**config.mk**
```make
export PLATFORM = sky130hd
export DESIGN_NAME = tcp_tx_top
export DESIGN_NICKNAME = d
export VERILOG_FILES = /design/src/source/tcp_tx_pkg.sv /design/src/source/tcp_opt_packer.sv /design/src/source/tcp_cks_calc.sv /design/src/source/tcp_seg_serializer.sv /design/src/source/tcp_tx_top.sv
export VERILOG_INCLUDE_DIRS = /design/src /design/src/source
export SDC_FILE = /design/constraint.sdc
export NUM_CORES = 2
export LEC_CHECK = 0
export BUFFER_PORTS_ARGS = -buffer_cell sky130_fd_sc_hd__buf_2
export CAP_MARGIN = 20
export CORE_MARGIN = 4
export CORE_UTILIZATION = 46
export DETAILED_ROUTE_END_ITERATION = 6
export PLACE_DENSITY = 0.77
export SLEW_MARGIN = 15
export SYNTH_ARGS = -nofsm -noshare
export SYNTH_HDL_FRONTEND = slang
export SYNTH_SLANG_ARGS = --single-unit
```
**constraint.sdc**
```tcl
create_clock -name clk -period 9 [get_ports clk]
set_clock_uncertainty 0.2 [all_clocks]
set_input_delay 0 -clock clk [delete_from_list [all_inputs] [get_ports clk]]
set_output_delay 0 -clock clk [all_outputs]
set_load 0.01 [all_outputs]
```
**src/source/tcp_tx_consts.svh**
```systemverilog
`ifndef TCP_TX_CONSTS_SVH
`define TCP_TX_CONSTS_SVH

`define TCP_PROTO          8'd6

`define TCP_OPT_NOP        8'd1
`define TCP_OPT_MSS        8'd2
`define TCP_OPT_WIN        8'd3
`define TCP_OPT_SACK_PERM  8'd4
`define TCP_OPT_TS         8'd8

`define TCP_OPT_MSS_LEN       8'd4
`define TCP_OPT_WIN_LEN       8'd3
`define TCP_OPT_SACK_PERM_LEN 8'd2
`define TCP_OPT_TS_LEN        8'd10

`define MIN_HDR_LEN    20
`define MAX_OPT_WORDS  6
`define MAX_HDR_LEN    44
`define PSEUDO_WORDS   6
`define HDR_WORDS      10

`endif

```
**src/source/tcp_tx_pkg.sv**
```systemverilog
package tcp_tx_pkg;

  typedef logic [15:0] port_t;
  typedef logic [31:0] seq_t;
  typedef logic [31:0] ip_addr_t;
  typedef logic [8:0]  tcp_flags_t;   // NS down to FIN
  typedef logic [15:0] length_t;
  typedef logic [15:0] cks_t;
  typedef logic [31:0] opt_word_t;
  typedef logic [3:0]  opt_pres_t;    // MSS, window scale, SACK-permitted, timestamp from bit 0
  typedef logic [5:0]  hdr_len_t;
  typedef logic [7:0]  tx_byte_t;

  typedef enum logic [1:0] {
    pack_idle,
    pack_scan,
    pack_hold
  } pack_state_t;

  typedef enum logic [1:0] {
    cks_idle,
    cks_sum,
    cks_fin,
    cks_hold
  } cks_state_t;

  typedef enum logic [1:0] {
    ser_idle,
    ser_ready,
    ser_hdr,
    ser_pld
  } ser_state_t;

endpackage : tcp_tx_pkg

```
**src/source/tcp_opt_packer.sv**
```systemverilog
`timescale 1ns/100ps
`include "tcp_tx_consts.svh"

module tcp_opt_packer (
  input  logic                                        clk,
  input  logic                                        fsm_rst,
  input  logic                                        seg_rdy,
  input  tcp_tx_pkg::port_t                           src_port,
  input  tcp_tx_pkg::port_t                           dst_port,
  input  tcp_tx_pkg::seq_t                            seq_num,
  input  tcp_tx_pkg::seq_t                            ack_num,
  input  tcp_tx_pkg::tcp_flags_t                      flags,
  input  tcp_tx_pkg::cks_t                            wnd_size,
  input  tcp_tx_pkg::cks_t                            urg_ptr,
  input  tcp_tx_pkg::ip_addr_t                        src_ip,
  input  tcp_tx_pkg::ip_addr_t                        dst_ip,
  input  tcp_tx_pkg::length_t                         pld_len,
  input  tcp_tx_pkg::cks_t                            pld_cks,
  input  tcp_tx_pkg::cks_t                            mss,
  input  tcp_tx_pkg::tx_byte_t                        wnd_shift,
  input  tcp_tx_pkg::seq_t                            ts_val,
  input  tcp_tx_pkg::seq_t                            ts_ecr,
  input  tcp_tx_pkg::opt_pres_t                       opt_pres,
  input  logic                                        next_busy,
  output logic                                        seg_acc,
  output logic                                        opt_vld,
  output logic                                        busy,
  output tcp_tx_pkg::port_t                           pk_src_port,
  output tcp_tx_pkg::port_t                           pk_dst_port,
  output tcp_tx_pkg::seq_t                            pk_seq_num,
  output tcp_tx_pkg::seq_t                            pk_ack_num,
  output tcp_tx_pkg::tcp_flags_t                      pk_flags,
  output tcp_tx_pkg::cks_t                            pk_wnd_size,
  output tcp_tx_pkg::cks_t                            pk_urg_ptr,
  output tcp_tx_pkg::ip_addr_t                        pk_src_ip,
  output tcp_tx_pkg::ip_addr_t                        pk_dst_ip,
  output tcp_tx_pkg::length_t                         pk_pld_len,
  output tcp_tx_pkg::cks_t                            pk_pld_cks,
  output tcp_tx_pkg::opt_word_t [0:`MAX_OPT_WORDS-1]  opt_words,   // Word 0 goes out first
  output logic [2:0]                                  opt_cnt,
  output tcp_tx_pkg::hdr_len_t                        hdr_len
);
  import tcp_tx_pkg::*;

  pack_state_t                       state;
  opt_word_t [`MAX_OPT_WORDS-1:0]    proto;   // Top word is scanned first
  logic [`MAX_OPT_WORDS-1:0]         pres;
  logic [2:0]                        scan_cnt;

  assign busy    = (state != pack_idle);
  assign hdr_len = hdr_len_t'(`MIN_HDR_LEN) + {1'b0, opt_cnt, 2'b00};

  always_ff @(posedge clk) begin
    if (fsm_rst) begin
      state   <= pack_idle;
      seg_acc <= 1'b0;
      opt_vld <= 1'b0;
    end else begin
      seg_acc <= 1'b0;
      opt_vld <= 1'b0;
      case (state)
        pack_idle: if (seg_rdy) begin
          seg_acc <= 1'b1;
          state   <= pack_scan;
        end
        pack_scan: if (scan_cnt == 3'(`MAX_OPT_WORDS - 1)) state <= pack_hold;
        pack_hold: if (!next_busy) begin
          opt_vld <= 1'b1;
          state   <= pack_idle;
        end
        default: state <= pack_idle;
      endcase
    end
  end

  always_ff @(posedge clk) begin
    if (state == pack_idle && seg_rdy) begin
      pk_src_port <= src_port;
      pk_dst_port <= dst_port;
      pk_seq_num  <= seq_num;
      pk_ack_num  <= ack_num;
      pk_flags    <= flags;
      pk_wnd_size <= wnd_size;
      pk_urg_ptr  <= urg_ptr;
      pk_src_ip   <= src_ip;
      pk_dst_ip   <= dst_ip;
      pk_pld_len  <= pld_len;
      pk_pld_cks  <= pld_cks;
      // Last transmitted word on top, so packing ends with MSS at word 0
      proto <= {ts_ecr,
                ts_val,
                {`TCP_OPT_NOP, `TCP_OPT_NOP, `TCP_OPT_TS, `TCP_OPT_TS_LEN},
                {`TCP_OPT_NOP, `TCP_OPT_NOP, `TCP_OPT_SACK_PERM, `TCP_OPT_SACK_PERM_LEN},
                {`TCP_OPT_NOP, `TCP_OPT_WIN, `TCP_OPT_WIN_LEN, wnd_shift},
                {`TCP_OPT_MSS, `TCP_OPT_MSS_LEN, mss}};
      pres      <= {{3{opt_pres[3]}}, opt_pres[2], opt_pres[1], opt_pres[0]};
      opt_words <= '0;
      opt_cnt   <= 3'd0;
      scan_cnt  <= 3'd0;
    end
    if (state == pack_scan) begin
      proto    <= {proto[`MAX_OPT_WORDS-2:0], 32'h0};
      pres     <= {pres[`MAX_OPT_WORDS-2:0], 1'b0};
      scan_cnt <= scan_cnt + 3'd1;
      if (pres[`MAX_OPT_WORDS-1]) begin   // Present words push in at the front
        opt_words <= {proto[`MAX_OPT_WORDS-1], opt_words[0:`MAX_OPT_WORDS-2]};
        opt_cnt   <= opt_cnt + 3'd1;
      end
    end
  end

endmodule : tcp_opt_packer

```
**src/source/tcp_cks_calc.sv**
```systemverilog
`timescale 1ns/100ps
`include "tcp_tx_consts.svh"

module tcp_cks_calc (
  input  logic                                        clk,
  input  logic                                        fsm_rst,
  input  logic                                        opt_vld,
  input  logic                                        next_busy,
  input  tcp_tx_pkg::port_t                           src_port,
  input  tcp_tx_pkg::port_t                           dst_port,
  input  tcp_tx_pkg::seq_t                            seq_num,
  input  tcp_tx_pkg::seq_t                            ack_num,
  input  tcp_tx_pkg::tcp_flags_t                      flags,
  input  tcp_tx_pkg::cks_t                            wnd_size,
  input  tcp_tx_pkg::cks_t                            urg_ptr,
  input  tcp_tx_pkg::ip_addr_t                        src_ip,
  input  tcp_tx_pkg::ip_addr_t                        dst_ip,
  input  tcp_tx_pkg::length_t                         pld_len,
  input  tcp_tx_pkg::cks_t                            pld_cks,
  input  tcp_tx_pkg::opt_word_t [0:`MAX_OPT_WORDS-1]  opt_words,
  input  logic [2:0]                                  opt_cnt,
  input  tcp_tx_pkg::hdr_len_t                        hdr_len,
  output logic                                        busy,
  output logic                                        cks_vld,
  output tcp_tx_pkg::cks_t                            cks,
  output tcp_tx_pkg::port_t                           ck_src_port,
  output tcp_tx_pkg::port_t                           ck_dst_port,
  output tcp_tx_pkg::seq_t                            ck_seq_num,
  output tcp_tx_pkg::seq_t                            ck_ack_num,
  output tcp_tx_pkg::tcp_flags_t                      ck_flags,
  output tcp_tx_pkg::cks_t                            ck_wnd_size,
  output tcp_tx_pkg::cks_t                            ck_urg_ptr,
  output tcp_tx_pkg::opt_word_t [0:`MAX_OPT_WORDS-1]  ck_opt_words,
  output tcp_tx_pkg::hdr_len_t                        ck_hdr_len,
  output tcp_tx_pkg::length_t                         ck_pld_len,
  output tcp_tx_pkg::length_t                         ip_len
);
  import tcp_tx_pkg::*;

  localparam int NUM_WORDS = `PSEUDO_WORDS + `HDR_WORDS + 2 * `MAX_OPT_WORDS;

  cks_state_t                state;
  ip_addr_t                  src_ip_r;
  ip_addr_t                  dst_ip_r;
  logic [2:0]                opt_cnt_r;
  logic [16:0]               acc;       // Bit 16 holds the carry of the last add
  logic [4:0]                idx;
  logic [4:0]                last_idx;
  logic [NUM_WORDS*16-1:0]   word_vec;
  cks_t                      word;

  assign busy     = (state != cks_idle);
  assign last_idx = 5'(`PSEUDO_WORDS + `HDR_WORDS - 1) + {1'b0, opt_cnt_r, 1'b0};
  assign word_vec = {src_ip_r, dst_ip_r, 8'h00, `TCP_PROTO, ip_len,
                     ck_src_port, ck_dst_port, ck_seq_num, ck_ack_num,
                     ck_hdr_len[5:2], 3'b000, ck_flags,
                     ck_wnd_size, 16'h0000, ck_urg_ptr,   // Checksum field summed as zero
                     ck_opt_words};
  assign word     = word_vec[(NUM_WORDS - 1 - idx) * 16 +: 16];

  always_ff @(posedge clk) begin
    if (fsm_rst) begin
      state   <= cks_idle;
      cks_vld <= 1'b0;
    end else begin
      cks_vld <= 1'b0;
      case (state)
        cks_idle: if (opt_vld) state <= cks_sum;
        cks_sum:  if (idx == last_idx) state <= cks_fin;
        cks_fin: begin
          cks_vld <= !next_busy;
          state   <= next_busy ? cks_hold : cks_idle;
        end
        cks_hold: if (!next_busy) begin
          cks_vld <= 1'b1;
          state   <= cks_idle;
        end
        default: state <= cks_idle;
      endcase
    end
  end

  always_ff @(posedge clk) begin
    if (state == cks_idle && opt_vld) begin
      ck_src_port  <= src_port;
      ck_dst_port  <= dst_port;
      ck_seq_num   <= seq_num;
      ck_ack_num   <= ack_num;
      ck_flags     <= flags;
      ck_wnd_size  <= wnd_size;
      ck_urg_ptr   <= urg_ptr;
      ck_opt_words <= opt_words;
      ck_hdr_len   <= hdr_len;
      ck_pld_len   <= pld_len;
      ip_len       <= length_t'(hdr_len) + pld_len;
      src_ip_r     <= src_ip;
      dst_ip_r     <= dst_ip;
      opt_cnt_r    <= opt_cnt;
      acc          <= {1'b0, pld_cks};
      idx          <= 5'd0;
    end
    if (state == cks_sum) begin
      acc <= {1'b0, acc[15:0]} + 17'(acc[16]) + {1'b0, word};
      idx <= idx + 5'd1;
    end
    if (state == cks_fin) cks <= ~(acc[15:0] + 16'(acc[16]));   // Last carry folded here
  end

endmodule : tcp_cks_calc

```
**src/source/tcp_seg_serializer.sv**
```systemverilog
`timescale 1ns/100ps
`include "tcp_tx_consts.svh"

module tcp_seg_serializer (
  input  logic                                        clk,
  input  logic                                        fsm_rst,
  input  logic                                        cks_vld,
  input  tcp_tx_pkg::port_t                           src_port,
  input  tcp_tx_pkg::port_t                           dst_port,
  input  tcp_tx_pkg::seq_t                            seq_num,
  input  tcp_tx_pkg::seq_t                            ack_num,
  input  tcp_tx_pkg::tcp_flags_t                      flags,
  input  tcp_tx_pkg::cks_t                            wnd_size,
  input  tcp_tx_pkg::cks_t                            urg_ptr,
  input  tcp_tx_pkg::cks_t                            cks,
  input  tcp_tx_pkg::opt_word_t [0:`MAX_OPT_WORDS-1]  opt_words,
  input  tcp_tx_pkg::hdr_len_t                        hdr_len,
  input  tcp_tx_pkg::length_t                         ip_len,
  input  tcp_tx_pkg::length_t                         pld_len,
  input  logic                                        out_req,
  input  logic                                        out_err,
  input  tcp_tx_pkg::tx_byte_t                        pld_dat,
  output logic                                        busy,
  output logic                                        out_rdy,
  output tcp_tx_pkg::length_t                         out_len,
  output logic                                        pld_req,
  output tcp_tx_pkg::tx_byte_t                        out_dat,
  output logic                                        out_val,
  output logic                                        out_sof,
  output logic                                        out_eof
);
  import tcp_tx_pkg::*;

  ser_state_t                        state;
  logic [`MAX_HDR_LEN-1:0][7:0]      hdr;    // Top byte goes out next
  length_t                           hlen;
  length_t                           plen;
  length_t                           cnt;
  logic                              hdr_last;
  logic                              pld_last;

  assign busy     = (state != ser_idle);
  assign hdr_last = (cnt == hlen - 16'd1);
  assign pld_last = (cnt == plen - 16'd1);

  // Buffer answers a cycle late and out_dat is registered, so ask two cycles ahead
  assign pld_req = (state == ser_hdr && hdr_last && plen != 16'd0) ||
                   (state == ser_pld && !pld_last);

  always_ff @(posedge clk) begin
    if (fsm_rst) begin
      state   <= ser_idle;
      out_rdy <= 1'b0;
      out_val <= 1'b0;
      out_sof <= 1'b0;
      out_eof <= 1'b0;
    end else begin
      out_val <= 1'b0;
      out_sof <= 1'b0;
      out_eof <= 1'b0;
      case (state)
        ser_idle: if (cks_vld) begin
          out_rdy <= 1'b1;
          state   <= ser_ready;
        end
        ser_ready: if (out_req) begin
          out_rdy <= 1'b0;
          state   <= ser_hdr;
        end
        ser_hdr: begin
          out_val <= 1'b1;
          out_sof <= (cnt == 16'd0);
          if (hdr_last) begin
            out_eof <= (plen == 16'd0);
            state   <= (plen == 16'd0) ? ser_idle : ser_pld;
          end
        end
        ser_pld: begin
          out_val <= 1'b1;
          if (pld_last) begin
            out_eof <= 1'b1;
            state   <= ser_idle;
          end
        end
        default: state <= ser_idle;
      endcase
      if (out_err && state != ser_idle) begin   // Abort from IPv4 side
        state   <= ser_idle;
        out_rdy <= 1'b0;
        out_val <= 1'b0;
        out_sof <= 1'b0;
        out_eof <= 1'b0;
      end
    end
  end

  always_ff @(posedge clk) begin
    case (state)
      ser_idle: if (cks_vld) begin
        hdr <= {src_port, dst_port, seq_num, ack_num,
                hdr_len[5:2], 3'b000, flags,
                wnd_size, cks, urg_ptr,
                opt_words};
        out_len <= ip_len;
        hlen    <= length_t'(hdr_len);
        plen    <= pld_len;
      end
      ser_ready: cnt <= 16'd0;
      ser_hdr: begin
        out_dat <= hdr[`MAX_HDR_LEN-1];
        hdr     <= {hdr[`MAX_HDR_LEN-2:0], 8'h00};
        cnt     <= hdr_last ? 16'd0 : cnt + 16'd1;
      end
      ser_pld: begin
        out_dat <= pld_dat;
        cnt     <= cnt + 16'd1;
      end
      default: cnt <= 16'd0;
    endcase
  end

endmodule : tcp_seg_serializer

```
**src/source/tcp_tx_top.sv**
```systemverilog
`timescale 1ns/100ps
`include "tcp_tx_consts.svh"

module tcp_tx_top (
  input  logic                      clk,
  input  logic                      fsm_rst,
  input  logic                      seg_rdy,
  output logic                      seg_acc,
  input  tcp_tx_pkg::port_t         src_port,
  input  tcp_tx_pkg::port_t         dst_port,
  input  tcp_tx_pkg::seq_t          seq_num,
  input  tcp_tx_pkg::seq_t          ack_num,
  input  tcp_tx_pkg::tcp_flags_t    flags,
  input  tcp_tx_pkg::cks_t          wnd_size,
  input  tcp_tx_pkg::cks_t          urg_ptr,
  input  tcp_tx_pkg::ip_addr_t      src_ip,
  input  tcp_tx_pkg::ip_addr_t      dst_ip,
  input  tcp_tx_pkg::length_t       pld_len,
  input  tcp_tx_pkg::cks_t          pld_cks,
  input  tcp_tx_pkg::cks_t          mss,
  input  tcp_tx_pkg::tx_byte_t      wnd_shift,
  input  tcp_tx_pkg::seq_t          ts_val,
  input  tcp_tx_pkg::seq_t          ts_ecr,
  input  tcp_tx_pkg::opt_pres_t     opt_pres,
  output logic                      pld_req,
  input  tcp_tx_pkg::tx_byte_t      pld_dat,
  output logic                      out_rdy,
  output tcp_tx_pkg::length_t       out_len,
  input  logic                      out_req,
  input  logic                      out_err,
  output tcp_tx_pkg::tx_byte_t      out_dat,
  output logic                      out_val,
  output logic                      out_sof,
  output logic                      out_eof
);
  import tcp_tx_pkg::*;

  logic                              opt_vld, cks_vld;
  logic                              cks_busy, ser_busy;
  port_t                             pk_src_port, pk_dst_port, ck_src_port, ck_dst_port;
  seq_t                              pk_seq_num, pk_ack_num, ck_seq_num, ck_ack_num;
  tcp_flags_t                        pk_flags, ck_flags;
  cks_t                              pk_wnd_size, pk_urg_ptr, ck_wnd_size, ck_urg_ptr;
  ip_addr_t                          pk_src_ip, pk_dst_ip;
  length_t                           pk_pld_len, ck_pld_len, ip_len;
  cks_t                              pk_pld_cks, cks;
  opt_word_t [0:`MAX_OPT_WORDS-1]    opt_words, ck_opt_words;
  logic [2:0]                        opt_cnt;
  hdr_len_t                          hdr_len, ck_hdr_len;

  tcp_opt_packer tcp_opt_packer_inst (
    .clk, .fsm_rst, .seg_rdy, .src_port, .dst_port, .seq_num, .ack_num, .flags,
    .wnd_size, .urg_ptr, .src_ip, .dst_ip, .pld_len, .pld_cks, .mss, .wnd_shift,
    .ts_val, .ts_ecr, .opt_pres, .next_busy(cks_busy), .seg_acc, .opt_vld,
    .busy(), .pk_src_port, .pk_dst_port, .pk_seq_num, .pk_ack_num,
    .pk_flags, .pk_wnd_size, .pk_urg_ptr, .pk_src_ip, .pk_dst_ip, .pk_pld_len,
    .pk_pld_cks, .opt_words, .opt_cnt, .hdr_len
  );

  tcp_cks_calc tcp_cks_calc_inst (
    .clk, .fsm_rst, .opt_vld, .next_busy(ser_busy),
    .src_port(pk_src_port), .dst_port(pk_dst_port), .seq_num(pk_seq_num),
    .ack_num(pk_ack_num), .flags(pk_flags), .wnd_size(pk_wnd_size),
    .urg_ptr(pk_urg_ptr), .src_ip(pk_src_ip), .dst_ip(pk_dst_ip),
    .pld_len(pk_pld_len), .pld_cks(pk_pld_cks), .opt_words, .opt_cnt, .hdr_len,
    .busy(cks_busy), .cks_vld, .cks, .ck_src_port, .ck_dst_port, .ck_seq_num,
    .ck_ack_num, .ck_flags, .ck_wnd_size, .ck_urg_ptr, .ck_opt_words,
    .ck_hdr_len, .ck_pld_len, .ip_len
  );

  tcp_seg_serializer tcp_seg_serializer_inst (
    .clk, .fsm_rst, .cks_vld,
    .src_port(ck_src_port), .dst_port(ck_dst_port), .seq_num(ck_seq_num),
    .ack_num(ck_ack_num), .flags(ck_flags), .wnd_size(ck_wnd_size),
    .urg_ptr(ck_urg_ptr), .cks, .opt_words(ck_opt_words), .hdr_len(ck_hdr_len),
    .ip_len, .pld_len(ck_pld_len), .out_req, .out_err, .pld_dat,
    .busy(ser_busy), .out_rdy, .out_len, .pld_req, .out_dat, .out_val,
    .out_sof, .out_eof
  );

endmodule : tcp_tx_top

```
==> flow_summary.json <==
{
  "holdPathStages": 3,
  "clockRootBuffer": "clkbuf_16",
  "period_minus_slack_ps": 5350,
  "gp_congestion": 0.891,
  "cts.clk_slew.worst_paths_ps": 70,
  "die-area_sq_mm": 0.127,
  "netlist.area_leader.share_pct": 66.8,
  "required_ps": 9270,
  "grt_max_degree": 189,
  "clk_latency_ps": 780,
  "netlist_instances": 3100,
  "yosys.area.top_type": "edfxtp_1",
  "swShare_pct": 21.6,
  "tns_ps": 0,
  "critPathSlowestCell": "buf_4",
  "r2r-start": "tcp_cks_calc_inst.idx[0]",
  "antenna_found_initial": 15,
  "cts_buffer_depth": 3,
  "yosys.cell_count.top_type": "edfxtp_1",
  "instances_no_fill": 5943,
  "maxCapViolations": 0,
  "syn_to_final_growth_pct": 28.0,
  "r2r_slack_ps": 3650,
  "drive_gt1_share_pct": 25.9,
  "r2r_cells": 15,
  "cp_data_arrival_time_ps": 5620,
  "ys_types": 66,
  "grt_pass1_vias": 34400,
  "ios": 368,
  "synth_area_sq_mm": 0.0557,
  "comb_power_share_pct": 4.9,
  "final_area_sq_mm": 0.0713,
  "grt_usage_pct": 23.7,
  "max_slew_margin_pct": 16.5,
  "p_sw_w": 0.00318,
  "cts_tree": "done",
  "hold_end": "tcp_cks_calc_inst.state[1]",
  "path_buf_inv": 3,
  "ys_ff_latch": 1465,
  "first_iter_violations": 3755,
  "r2r-end": "tcp_cks_calc_inst.acc[8]",
  "avgSynthCellArea_sq_um": 18.0,
  "wl_um": 153000,
  "p_per_area_mw_per_mm2": 207,
  "fp-row-count": 127,
  "yosys_warnings": 0,
  "io_buffers": 367,
  "worst_setup_path_end_kind": "register",
  "dp_cells": 4942,
  "htreeDepth": 4,
  "place_area_sq_mm": 0.0592,
  "wl_per_cell_um": 25.7,
  "fill_cells": 8370,
  "grt_first_pass_wirelength_um": 224000,
  "start_kind": "register",
  "setup_viol": 0,
  "period_share_pct": 59.4,
  "die_x_um": 356,
  "cts.sinks": 1465,
  "ys.flop_type": "edfxtp_1",
  "die_h_um": 356,
  "ant_nets": 0,
  "synth-edff-count": 1239,
  "synthesis.nets": 3473,
  "start_util_pct": 46.4,
  "hp-class": "primary input to register",
  "core_sq_mm": 0.120,
  "hold_viol": 0,
  "p_leak_nw": 25.1,
  "tightest_slew_ps": 1250,
  "ir_drop_mv": 0.194,
  "rsz0062_at_grt": "false",
  "path_max_fanout": 42,
  "first_pass_iters": 6,
  "holdCritStartpoint": "fsm_rst",
  "synthTopCellsByCount": "edfxtp_1, mux2_2, a22o_1",
  "max_freq_ghz": 0.187,
  "place_hpwl_um": 85900,
  "yosys-top-cells-area": "edfxtp_1, dfxtp_1, mux2_2",
  "pwr-share-seq_pct": 52.2,
  "critPathKind": "register to register",
  "crit_family": "compound AO/OA/AOI/OAI gates",
  "yosysSeqAreaShare_pct": 74.9,
  "cts_buffers": 148,
  "status": "finished clean",
  "crit_chain": "buf_4 -> buf_4 -> mux4_2 -> mux4_2 -> o211ai_1 -> fa_1 -> inv_1 -> fa_1 -> a211oi_1 -> o21ai_0 -> a21oi_1 -> o21bai_1 -> a21oi_1 -> xor2_1 -> o21ai_0",
  "pwr-share-clk_pct": 42.9,
  "via_count": 33600,
  "vias_per_cell": 5.65,
  "slew_violations": 0,
  "drc": 0,
  "postSynth.asyncResetShare_pct": 0,
  "nNetsFinal": 4569,
  "cpPeakStageDelay_ps": 760,
  "intPower_w": 0.0116,
  "grt-ovfl-total": 0
}
[kinds of logic (layout without fill, tap and decap cells)]
logic type	after synthesis	after routing	share of synthesized area, %
flops	1465	1465	74.9
mux	486	486	11.7
compound gates	447	447	6.26
simple gates	377	377	3.40
buf+inv	204	1424	1.60
xor+xnor	86	86	1.35
fa+ha+maj	35	35	0.826
other cells	0	11	0
[metrics by stage]
| stage | hold slack, ps | total power [W] | utilization (%) | setup WS (ps) |
|---|---|---|---|---|
| 2_1_floorplan | -101 | 0.00805 | - | 702 |
| 3_3_place_gp | -23.2 | 0.00823 | 49.3 | 3680 |
| 3_5_place_dp | -21.9 | 0.00825 | 49.3 | 3650 |
| 4_1_cts | 11.3 | 0.0146 | 59.3 | 3650 |
| 5_1_grt | 85.2 | 0.0152 | 59.4 | 3270 |
| 6_report | 88.0 | 0.0147 | 59.4 | 3650 |
[registers in the layout (all words and copies together), names as in the netlist, 137 cells and up]
name                            cells
tcp_seg_serializer_inst.hdr       352
tcp_opt_packer_inst.proto         137
tcp_cks_calc_inst.ck_opt_words    192
tcp_opt_packer_inst.opt_words     192
[power by group through the flow]
stage / Combinational (W) / Sequential [W] / Clock, W
floorplan: 0.000264 / 0.00778 / 0
global placement: 0.000431 / 0.00780 / 0
detailed placement: 0.000439 / 0.00781 / 0
CTS: 0.000687 / 0.00767 / 0.00629
global route: 0.000774 / 0.00769 / 0.00669
finish: 0.000726 / 0.00769 / 0.00632
[worst max-delay path by stage]
stage | start | endpoint | slack, ps | depth (start not counted)
3_5_place_dp | tcp_cks_calc_inst.idx[0] | tcp_cks_calc_inst.acc[12] | 3650 | 14
5_1_grt | tcp_cks_calc_inst.idx[0] | tcp_cks_calc_inst.acc[8] | 3270 | 15
6_report | tcp_cks_calc_inst.idx[0] | tcp_cks_calc_inst.acc[8] | 3650 | 15
2_1_floorplan | tcp_opt_packer_inst.state[1] | tcp_opt_packer_inst.pk_ack_num[0] | 700 | 5
4_1_cts | tcp_cks_calc_inst.idx[0] | tcp_cks_calc_inst.acc[8] | 3650 | 15
3_3_place_gp | tcp_cks_calc_inst.idx[0] | tcp_cks_calc_inst.acc[8] | 3680 | 15
[worst reg2reg max path: cells and delay by family, from the launching register on]
family | cells | cell delay, ps
flip-flops | 1 | 390
buffers and inverters | 3 | 1150
XOR/XNOR | 1 | 150
adder cells (fa/ha/maj) | 2 | 680
AO/OA/AOI/OAI | 7 | 1370
multiplexers | 2 | 1120
[per-layer routing]
| layer | wire (um) | GRT usage (%) | vias to the layer above |
|---|---|---|---|
| met5 | 14 | 0 | - |
| li1 | - | - | 14400 |
| met3 | 11000 | 3.95 | 376 |
| met4 | 7310 | 11.2 | 2 |
| met2 | 77500 | 40.8 | 1675 |
| met1 | 56900 | 29.4 | 17100 |
[final cells by class]
type | instances | area, sq um | share of cell area (%)
Clock inverter | 68 | 742 | 1.04
Tap cell | 1612 | 2020 | 2.83
Sequential cell | 1465 | 41700 | 58.5
Timing Repair Buffer | 1118 | 9360 | 13.1
Clock buffer | 206 | 4190 | 5.87
Inverter | 32 | 131 | 0.184
Multi-Input combinational cell | 1431 | 13100 | 18.4
Antenna cell | 11 | 27.5 | 0.0386
[placed cells by master (no fill, tap or decap), types with 5 or more instances in the layout]
master         count
mux4_2            93
buf_2            367
nor4_1             6
and2_1            45
buf_12             6
nand4_1           12
bufinv_16         12
dlygate4sd3_1    714
a22oi_1           28
nor3_1            14
mux2_2           378
xor2_1            39
and3_1            20
mux2i_1           15
inv_6              8
a22o_1           269
a211oi_1          18
nand2_1          104
clkinvlp_4         5
o21ai_0           31
xnor2_1           46
o22ai_1            9
buf_4             30
clkbuf_1          37
nand3_1           28
clkinv_1          13
dfxtp_1          226
nor2b_1           17
a21o_1             6
edfxtp_1        1239
nand2b_1           6
inv_1             30
ha_1              31
nor2_1            91
clkbuf_16        153
diode_2           11
clkinv_2          24
clkbuf_8          16
a21oi_1           53
[timing repair]
item,4_1_cts,5_1_grt
hold buffers,714,0
buffers inserted,0,0
gates resized for setup,0,0
hold endpoints to repair,358,0
setup endpoints to repair,0,0
Power figures use the tool's default switching activity.
